**src/design/cpuPkg.sv**
```systemverilog
package cpuPkg;

    // decoded class of an instruction word.
    typedef enum logic [3:0] {
        ADD_R,
        SUB_R,
        AND_R,
        OR_R,
        SLT_R,
        BREAK_R,
        ADDI_I,
        ORI_I,
        LUI_I,
        INT_I,
        UNKNOWN
    } opcodes;

    typedef enum logic [1:0] {
        FETCH,
        DECODE,
        EXECUTE,
        WRITEBACK
    } states;

    // trap cause handed from the exception logic to the controller.
    typedef enum logic [1:0] {
        NO_OP,
        BREAK_EXC,
        SYS_EXC,
        UNK_EXC
    } controlBus;

    // field positions inside the 32 bit word.
    parameter int OP_FIELD_HI    = 31;
    parameter int OP_FIELD_LO    = 26;
    parameter int RS_FIELD_LO    = 21;
    parameter int RT_FIELD_LO    = 16;
    parameter int RD_FIELD_LO    = 11;
    parameter int FUNCT_FIELD_HI = 5;
    parameter int FUNCT_FIELD_LO = 0;
    parameter int IMM_FIELD_HI   = 15;
    parameter int IMM_FIELD_LO   = 0;

    // r-type function codes used with opcode 0.
    parameter logic [5:0] OP_RTYPE    = 6'h00;
    parameter logic [5:0] FUNCT_ADD   = 6'h20;
    parameter logic [5:0] FUNCT_SUB   = 6'h22;
    parameter logic [5:0] FUNCT_AND   = 6'h24;
    parameter logic [5:0] FUNCT_OR    = 6'h25;
    parameter logic [5:0] FUNCT_SLT   = 6'h2A;
    parameter logic [5:0] FUNCT_BREAK = 6'h0D;

    parameter logic [5:0] OP_ADDI = 6'h08;
    parameter logic [5:0] OP_ORI  = 6'h0D;
    parameter logic [5:0] OP_LUI  = 6'h0F;
    parameter logic [5:0] OP_INT  = 6'h3F;

    typedef struct packed {
        opcodes      op;
        logic [4:0]  rsIdx;
        logic [4:0]  rtIdx;
        logic [4:0]  rdIdx;
        logic [15:0] imm;
    } decodedInstr;

    typedef struct packed {
        logic take;
        logic executeNow;
        logic writeNow;
        logic trapNow;
    } stageStrobes;

    typedef struct packed {
        logic        valid;
        logic [4:0]  regIdx;
        logic [31:0] data;
    } writeReport;

    typedef struct packed {
        logic      valid;
        controlBus cause;
    } trapReport;

endpackage

```
**src/design/instructionDecoder.sv**
```systemverilog
`timescale 1ns/10ps

module instructionDecoder #(
    parameter int REG_COUNT = 8
) (
    input  logic [31:0]         instructionWord,
    output cpuPkg::decodedInstr decoded
);

    localparam int IDX_W = $clog2(REG_COUNT);

    logic [5:0]     opField;
    logic [5:0]     functField;
    cpuPkg::opcodes opClass;

    assign opField    = instructionWord[cpuPkg::OP_FIELD_HI:cpuPkg::OP_FIELD_LO];
    assign functField = instructionWord[cpuPkg::FUNCT_FIELD_HI:cpuPkg::FUNCT_FIELD_LO];

    // register indices keep only the bits the register file can address.
    assign decoded.rsIdx = 5'(instructionWord[cpuPkg::RS_FIELD_LO +: IDX_W]);
    assign decoded.rtIdx = 5'(instructionWord[cpuPkg::RT_FIELD_LO +: IDX_W]);
    assign decoded.rdIdx = 5'(instructionWord[cpuPkg::RD_FIELD_LO +: IDX_W]);
    assign decoded.imm   = instructionWord[cpuPkg::IMM_FIELD_HI:cpuPkg::IMM_FIELD_LO];
    assign decoded.op    = opClass;

    always_comb begin
        opClass = cpuPkg::UNKNOWN;

        case (opField)
            cpuPkg::OP_RTYPE: begin
                case (functField)
                    cpuPkg::FUNCT_ADD:   opClass = cpuPkg::ADD_R;
                    cpuPkg::FUNCT_SUB:   opClass = cpuPkg::SUB_R;
                    cpuPkg::FUNCT_AND:   opClass = cpuPkg::AND_R;
                    cpuPkg::FUNCT_OR:    opClass = cpuPkg::OR_R;
                    cpuPkg::FUNCT_SLT:   opClass = cpuPkg::SLT_R;
                    cpuPkg::FUNCT_BREAK: opClass = cpuPkg::BREAK_R;
                    default:             opClass = cpuPkg::UNKNOWN;
                endcase
            end

            cpuPkg::OP_ADDI: opClass = cpuPkg::ADDI_I;
            cpuPkg::OP_ORI:  opClass = cpuPkg::ORI_I;
            cpuPkg::OP_LUI:  opClass = cpuPkg::LUI_I;
            cpuPkg::OP_INT:  opClass = cpuPkg::INT_I;

            // all remaining encodings fall into one class.
            default: opClass = cpuPkg::UNKNOWN;
        endcase
    end

endmodule

```
**src/design/sequenceController.sv**
```systemverilog
`timescale 1ns/10ps

module sequenceController (
    input  logic              clk,
    input  logic              reset,
    input  logic              enable,
    input  logic              instrValid,
    input  logic [31:0]       instrWord,
    input  cpuPkg::controlBus exceptionTriggerControl,
    output cpuPkg::states     state,
    output logic [31:0]       instructionWord,
    output cpuPkg::stageStrobes strobes
);

    cpuPkg::states stateNext;
    logic          trapPending;

    assign trapPending = (exceptionTriggerControl != cpuPkg::NO_OP);

    always_ff @(posedge clk or posedge reset) begin
        if (reset)
            state <= cpuPkg::FETCH;
        else if (enable)
            state <= stateNext;
    end

    // instruction register.
    always_ff @(posedge clk) begin
        if (strobes.take)
            instructionWord <= instrWord;
    end

    always_comb begin
        stateNext = state;

        case (state)
            cpuPkg::FETCH:     if (instrValid) stateNext = cpuPkg::DECODE;
            cpuPkg::DECODE:    stateNext = cpuPkg::EXECUTE;
            cpuPkg::EXECUTE:   stateNext = trapPending ? cpuPkg::FETCH : cpuPkg::WRITEBACK;
            cpuPkg::WRITEBACK: stateNext = cpuPkg::FETCH;
            default:           stateNext = cpuPkg::FETCH;
        endcase
    end

    // strobes fire only in cycles that actually advance.
    always_comb begin
        strobes = '0;

        if (enable) begin
            case (state)
                cpuPkg::FETCH:     strobes.take = instrValid;
                cpuPkg::EXECUTE: begin
                    strobes.executeNow = !trapPending;
                    strobes.trapNow    = trapPending;
                end
                cpuPkg::WRITEBACK: strobes.writeNow = 1'b1;
                default:           strobes = '0;
            endcase
        end
    end

    strobesOneHot: assert property (
        @(posedge clk) disable iff (reset) $onehot0(strobes)
    );

endmodule

```
**src/design/exceptionTriggerOutputLogic.sv**
```systemverilog
`timescale 1ns/10ps

module exceptionTriggerOutputLogic (
    input  logic              clk,
    input  logic              reset,
    input  logic              enable,
    input  cpuPkg::opcodes    instruction,
    input  cpuPkg::states     state,
    output cpuPkg::controlBus exceptionTriggerControl
);

    cpuPkg::controlBus exceptionTriggerControlNext;

    // held while stalled.
    always_ff @(posedge clk or posedge reset) begin
        if (reset)
            exceptionTriggerControl <= cpuPkg::NO_OP;
        else if (enable)
            exceptionTriggerControl <= exceptionTriggerControlNext;
    end

    always_comb begin
        exceptionTriggerControlNext = cpuPkg::NO_OP;

        case (state)
            cpuPkg::DECODE: begin
                case (instruction)
                    cpuPkg::BREAK_R: exceptionTriggerControlNext = cpuPkg::BREAK_EXC;
                    cpuPkg::INT_I:   exceptionTriggerControlNext = cpuPkg::SYS_EXC;
                    cpuPkg::UNKNOWN: exceptionTriggerControlNext = cpuPkg::UNK_EXC;
                    default:         exceptionTriggerControlNext = cpuPkg::NO_OP;
                endcase
            end

            default: exceptionTriggerControlNext = cpuPkg::NO_OP;
        endcase
    end

    // the cause lives exactly as long as the EXECUTE state that consumes it.
    causeOnlyInExecute: assert property (
        @(posedge clk) disable iff (reset)
        (exceptionTriggerControl != cpuPkg::NO_OP) |-> (state == cpuPkg::EXECUTE)
    );

endmodule

```
**src/design/executeUnit.sv**
```systemverilog
`timescale 1ns/10ps

module executeUnit #(
    parameter int REG_COUNT = 8
) (
    input  logic                clk,
    input  logic                reset,
    input  logic                enable,
    input  cpuPkg::decodedInstr decoded,
    input  cpuPkg::stageStrobes strobes,
    output logic [31:0]         aluResult,
    output logic [4:0]          destIdx
);

    localparam int IDX_W = $clog2(REG_COUNT);

    logic [31:0] regFile [REG_COUNT];
    logic [31:0] rsValue;
    logic [31:0] rtValue;
    logic [31:0] immSigned;
    logic [31:0] immZero;
    logic [31:0] aluNext;
    logic [4:0]  destNext;

    // register 0 always reads zero.
    assign rsValue = (decoded.rsIdx == '0) ? '0 : regFile[decoded.rsIdx[IDX_W-1:0]];
    assign rtValue = (decoded.rtIdx == '0) ? '0 : regFile[decoded.rtIdx[IDX_W-1:0]];

    assign immSigned = {{16{decoded.imm[15]}}, decoded.imm};
    assign immZero   = {16'h0000, decoded.imm};

    always_comb begin
        aluNext  = '0;
        destNext = decoded.rdIdx;

        case (decoded.op)
            cpuPkg::ADD_R: aluNext = rsValue + rtValue;
            cpuPkg::SUB_R: aluNext = rsValue - rtValue;
            cpuPkg::AND_R: aluNext = rsValue & rtValue;
            cpuPkg::OR_R:  aluNext = rsValue | rtValue;
            cpuPkg::SLT_R: aluNext = 32'($signed(rsValue) < $signed(rtValue));
            cpuPkg::ADDI_I: begin
                aluNext  = rsValue + immSigned;
                destNext = decoded.rtIdx;
            end
            cpuPkg::ORI_I: begin
                aluNext  = rsValue | immZero;
                destNext = decoded.rtIdx;
            end
            cpuPkg::LUI_I: begin
                aluNext  = {decoded.imm, 16'h0000};
                destNext = decoded.rtIdx;
            end
            default: begin
                aluNext  = '0;
                destNext = '0;
            end
        endcase
    end

    always_ff @(posedge clk or posedge reset) begin
        if (reset) begin
            aluResult <= '0;
            destIdx   <= '0;
            for (int i = 0; i < REG_COUNT; i++)
                regFile[i] <= '0;
        end else if (enable) begin
            if (strobes.executeNow) begin
                aluResult <= aluNext;
                destIdx   <= destNext;
            end
            if (strobes.writeNow && destIdx != '0)
                regFile[destIdx[IDX_W-1:0]] <= aluResult;
        end
    end

endmodule

```
**src/design/resultStage.sv**
```systemverilog
`timescale 1ns/10ps

module resultStage (
    input  logic                clk,
    input  logic                reset,
    input  logic                enable,
    input  cpuPkg::stageStrobes strobes,
    input  cpuPkg::controlBus   exceptionTriggerControl,
    input  logic [31:0]         aluResult,
    input  logic [4:0]          destIdx,
    output cpuPkg::writeReport  writeOut,
    output cpuPkg::trapReport   trapOut
);

    cpuPkg::writeReport writeReg;
    cpuPkg::trapReport  trapReg;

    always_ff @(posedge clk or posedge reset) begin
        if (reset) begin
            writeReg <= '0;
            trapReg  <= '0;
        end else if (enable) begin
            writeReg.valid <= strobes.writeNow;
            if (strobes.writeNow) begin
                writeReg.regIdx <= destIdx;
                writeReg.data   <= aluResult;
            end

            trapReg.valid <= strobes.trapNow;
            if (strobes.trapNow)
                trapReg.cause <= exceptionTriggerControl;
        end
    end

    // a report held across a stall shows up once enable returns.
    always_comb begin
        writeOut       = writeReg;
        writeOut.valid = writeReg.valid & enable;
        trapOut        = trapReg;
        trapOut.valid  = trapReg.valid & enable;
    end

    reportsExclusive: assert property (
        @(posedge clk) disable iff (reset) !(writeOut.valid && trapOut.valid)
    );

endmodule

```
**src/design/miniCore.sv**
```systemverilog
`timescale 1ns/10ps

module miniCore #(
    parameter int REG_COUNT = 8
) (
    input  logic               clk,
    input  logic               reset,
    input  logic               enable,
    input  logic               instrValid,
    input  logic [31:0]        instrWord,
    output logic               instrTaken,
    output cpuPkg::writeReport writeOut,
    output cpuPkg::trapReport  trapOut
);

    cpuPkg::states       state;
    cpuPkg::stageStrobes strobes;
    cpuPkg::decodedInstr decoded;
    cpuPkg::controlBus   exceptionTriggerControl;
    logic [31:0]         instructionWord;
    logic [31:0]         aluResult;
    logic [4:0]          destIdx;

    assign instrTaken = strobes.take;

    sequenceController controller (
        .clk                     (clk),
        .reset                   (reset),
        .enable                  (enable),
        .instrValid              (instrValid),
        .instrWord               (instrWord),
        .exceptionTriggerControl (exceptionTriggerControl),
        .state                   (state),
        .instructionWord         (instructionWord),
        .strobes                 (strobes)
    );

    instructionDecoder #(.REG_COUNT(REG_COUNT)) decoder (
        .instructionWord (instructionWord),
        .decoded         (decoded)
    );

    exceptionTriggerOutputLogic exceptionLogic (
        .clk                     (clk),
        .reset                   (reset),
        .enable                  (enable),
        .instruction             (decoded.op),
        .state                   (state),
        .exceptionTriggerControl (exceptionTriggerControl)
    );

    executeUnit #(.REG_COUNT(REG_COUNT)) execute (
        .clk       (clk),
        .reset     (reset),
        .enable    (enable),
        .decoded   (decoded),
        .strobes   (strobes),
        .aluResult (aluResult),
        .destIdx   (destIdx)
    );

    resultStage result (
        .clk                     (clk),
        .reset                   (reset),
        .enable                  (enable),
        .strobes                 (strobes),
        .exceptionTriggerControl (exceptionTriggerControl),
        .aluResult               (aluResult),
        .destIdx                 (destIdx),
        .writeOut                (writeOut),
        .trapOut                 (trapOut)
    );

endmodule

```
**config.mk**
```make
export PLATFORM = sky130hd
export DESIGN_NAME = miniCore
export DESIGN_NICKNAME = d
export VERILOG_FILES = /design/src/design/cpuPkg.sv /design/src/design/instructionDecoder.sv /design/src/design/sequenceController.sv /design/src/design/exceptionTriggerOutputLogic.sv /design/src/design/executeUnit.sv /design/src/design/resultStage.sv /design/src/design/miniCore.sv
export SDC_FILE = /design/constraint.sdc
export NUM_CORES = 1
export LEC_CHECK = 0
export BUFFER_PORTS_ARGS = -buffer_cell sky130_fd_sc_hd__buf_4
export CORE_ASPECT_RATIO = 2
export CORE_MARGIN = 3
export CORE_UTILIZATION = 53
export DETAILED_ROUTE_END_ITERATION = 12
export PLACE_DENSITY = 0.71
export SYNTH_ARGS = -nofsm -noshare
export SYNTH_HDL_FRONTEND = slang
export SYNTH_SLANG_ARGS = --single-unit
```
**constraint.sdc**
```tcl
create_clock -name clk -period 10.8 [get_ports clk]
set_clock_uncertainty 0.2 [all_clocks]
set_input_delay 1.62 -clock clk [delete_from_list [all_inputs] [get_ports clk]]
set_output_delay 1.62 -clock clk [all_outputs]
set_load 0.01 [all_outputs]
```
==> impl_metrics.tcl <==
set metrics [dict create \
    finalHoldViolCount 0 \
    antenna_found_initial 0 \
    synth_seq_cells 330 \
    synth_fa_ha_area_frac 0.0761 \
    drv_cap 0 \
    dr.pass1.iters 5 \
    crit_chain "buf_4 -> nor2b_2 -> buf_4 -> a221oi_1 -> a21oi_1 -> inv_1 -> ha_1 -> inv_1 -> fa_1 -> nand2b_1 -> a221oi_1 -> nor4b_2 -> o21bai_1 -> a21oi_1 -> o211a_1 -> o21ai_0 -> o211a_1 -> a211oi_1 -> a31oi_1" \
    worstPathArrival_ns 6.52 \
    ys_seq_area_frac 0.392 \
    diodes 0 \
    end_kind "flop" \
    clk_latency_ns 0.59 \
    initial_core_util 0.539 \
    max_stage_delay_ns 0.97 \
    syn2layout_area_growth_pct 8.60 \
    routedWlPerCell_um 25.2 \
    fp-row-count 103 \
    path_max_fanout 25 \
    drv_slew 0 \
    die_x_um 148 \
    synth_simple_gate_area_frac 0.0660 \
    synth_area_leader_cell "dfrtp_1" \
    h-tree-depth 1 \
    dp_hpwl_mm 41.3 \
    fin_util 0.586 \
    r2r-end "execute.aluResult[30]" \
    tns_ns 0 \
    clkSlewWorstSetupHoldPaths_ns 0.07 \
    grt_setup_unrepaired "false" \
    viasPerCell 6.47 \
    clk_path_buf_depth 3 \
    synthTopCellsByCount "mux2_2, dfrtp_1, o21ai_0" \
    grt_start_max_net_pins 90 \
    cts_setup_buffers 0 \
    ys_types 75 \
    via_count 16000 \
    ioPinCount 78 \
    drive_above_1_share 0.298 \
    grt_use_total 0.288 \
    route.detailed.drc 0 \
    die_height_um 290 \
    power_mw 3.19 \
    core_area_um2 39700 \
    postCtsHoldBufs 0 \
    synth_edf_count 28 \
    holdCritStartpoint "result.trapOut[0]" \
    r2r-start "controller.instructionWord[22]" \
    clock_sinks 330 \
    cts_resized 0 \
    gp_congestion 0.929 \
    whs_path_depth 2 \
    cp_num_buf_inv 4 \
    ctsRootBufferMaster "clkbuf_16" \
    p_per_area_nw_per_um2 137 \
    synth_xor_area_frac 0.0221 \
    final-setup-viol-count 0 \
    ys_top_cells_by_area "dfrtp_1, mux2_2, ha_1, mux4_2, edfxtp_1" \
    async_flop_share 0.915 \
    hold_class "flop to flop" \
    grt_pass1_wl_mm 97.4 \
    gr-total-overflow 0 \
    start_kind "flop" \
    numPortBuffers 71 \
    worstMarginPinSlew_ns 1.19 \
    synthCells 1947 \
    design.die.area_um2 43000 \
    cpMaxStageDelayCell "nor2b_2" \
    required_ns 11.05 \
    crit_family "compound AO/OA/AOI/OAI gates" \
    finalCritPeriodShare 0.580 \
    hold_end "result.trapOut[0]" \
    yosysMostFrequentCell "mux2_2" \
    drtAntennaViolNets 0 \
    p_leak_nw 10.7 \
    syn_area_um2 21400 \
    status "complete, no violations" \
    fin_crit_ns 6.27 \
    synth_top_family_by_area "multiplexers" \
    vdd_ir_drop_max_v 0.000114 \
    reg2reg_slack_ns 4.53 \
    grt_pass1_vias 17100 \
    relSlewSlack 0.204 \
    synth_mux_area_frac 0.238 \
    nets 2093 \
    drtIter0Drc 1111 \
    critPathKind "flop to flop" \
    synth.avg_cell_area_um2 11.0 \
    finalWirelength_mm 62.5 \
    synth_top_area_frac 0.353 \
    worst_r2r_path_depth 19 \
    numCtsBuffers 31 \
    synthFlopType "dfrtp_1" \
    fmax_ghz 0.160 \
    synth_warnings 0 \
    tritoncts "done" \
    synth_compound_area_frac 0.146 \
]
## through the flow
step | hold WS, ns | cell area [µm²] | cells | worst slack (ns)
2_1_floorplan | 0.239 | 21400 | 1948 | 0.634
3_3_place_gp | 0.258 | 22200 | 2420 | 4.69
3_5_place_dp | 0.273 | 22200 | 2420 | 4.62
4_1_cts | 0.290 | 23300 | 2477 | 4.60
5_1_grt | 0.328 | 23300 | 2477 | 4.28
6_report | 0.286 | 23300 | 2477 | 4.53
## worst max path at each step
stage	from	endpoint	slack, ns	cells after the start
after floorplan	reset	controller.state[0]	0.63	1
after global placement	controller.instructionWord[22]	execute.aluResult[23]	4.69	17
after detailed placement	controller.instructionWord[22]	execute.aluResult[30]	4.62	19
after CTS	controller.instructionWord[22]	execute.aluResult[30]	4.60	19
after global routing	controller.instructionWord[22]	execute.aluResult[30]	4.28	19
final	controller.instructionWord[22]	execute.aluResult[30]	4.53	19
## layout by cell type (no fill, tap or decap), types with 14 or more instances in the layout
cell and count:
xor2_1 16, nand3_1 15, buf_4 105, a221oi_1 62
xnor2_1 38, mux4_2 64, clkbuf_16 32, a21o_1 14
a221o_1 18, o211ai_1 18, edfxtp_1 28, dfrtp_1 302
inv_1 126, mux2_2 322, nand2_1 91, nor2_1 100
ha_1 127, a21oi_1 99, o21ai_0 128, nand2b_1 15
## worst reg2reg max path, delay by kind of cell (launching register included)
kind                     cells  cell delay (ns)
AO/OA/AOI/OAI               10             2.66
AND/OR/NAND/NOR              3             1.43
buffers and inverters        4             1.06
adder cells (fa/ha/maj)      2             0.47
flip-flops                   1             0.32
## state kept, by name, indices dropped and copies added (netlist names)
signal,count
exceptionLogic.exceptionTriggerControl,2
execute.regFile,224
result.trapOut,2
controller.instructionWord,28
execute.aluResult,32
result.writeOut,35
controller.state,2
execute.destIdx,3
result.writeReg,1
result.trapReg,1
## kinds of logic after synthesis
| family | count (synthesis) |
|---|---|
| buffers and inverters | 285 |
| XOR/XNOR | 54 |
| AND/OR/NAND/NOR | 300 |
| multiplexers | 389 |
| flip-flops | 330 |
| other | 1 |
| AO/OA/AOI/OAI | 459 |
| adder cells (fa/ha/maj) | 129 |
## routing by layer
metal  global-route usage  vias to the layer above  share of wire
met5                    0                        -              0
met4                0.170                        0          0.069
met3               0.0307                      200          0.050
met2                0.506                      576           0.51
met1                0.337                     8161           0.37
li1                     -                     7100              -
## cell type report
cell class,count,area (µm²)
Clock buffer,41,895
Clock inverter,16,201
Fill cell,3384,16400
Inverter,127,484
Multi-Input combinational cell,1333,11800
Sequential cell,330,8400
Tap cell,525,657
Timing Repair Buffer,105,788
## power by group
group | internal, mW | switching, mW | total, mW
Clock | 0.680 | 0.512 | 1.19
Sequential | 1.28 | 0.0420 | 1.32
Combinational | 0.239 | 0.435 | 0.674
Total | 2.20 | 0.989 | 3.19
Note: power is estimated with default switching activity, not from simulation.
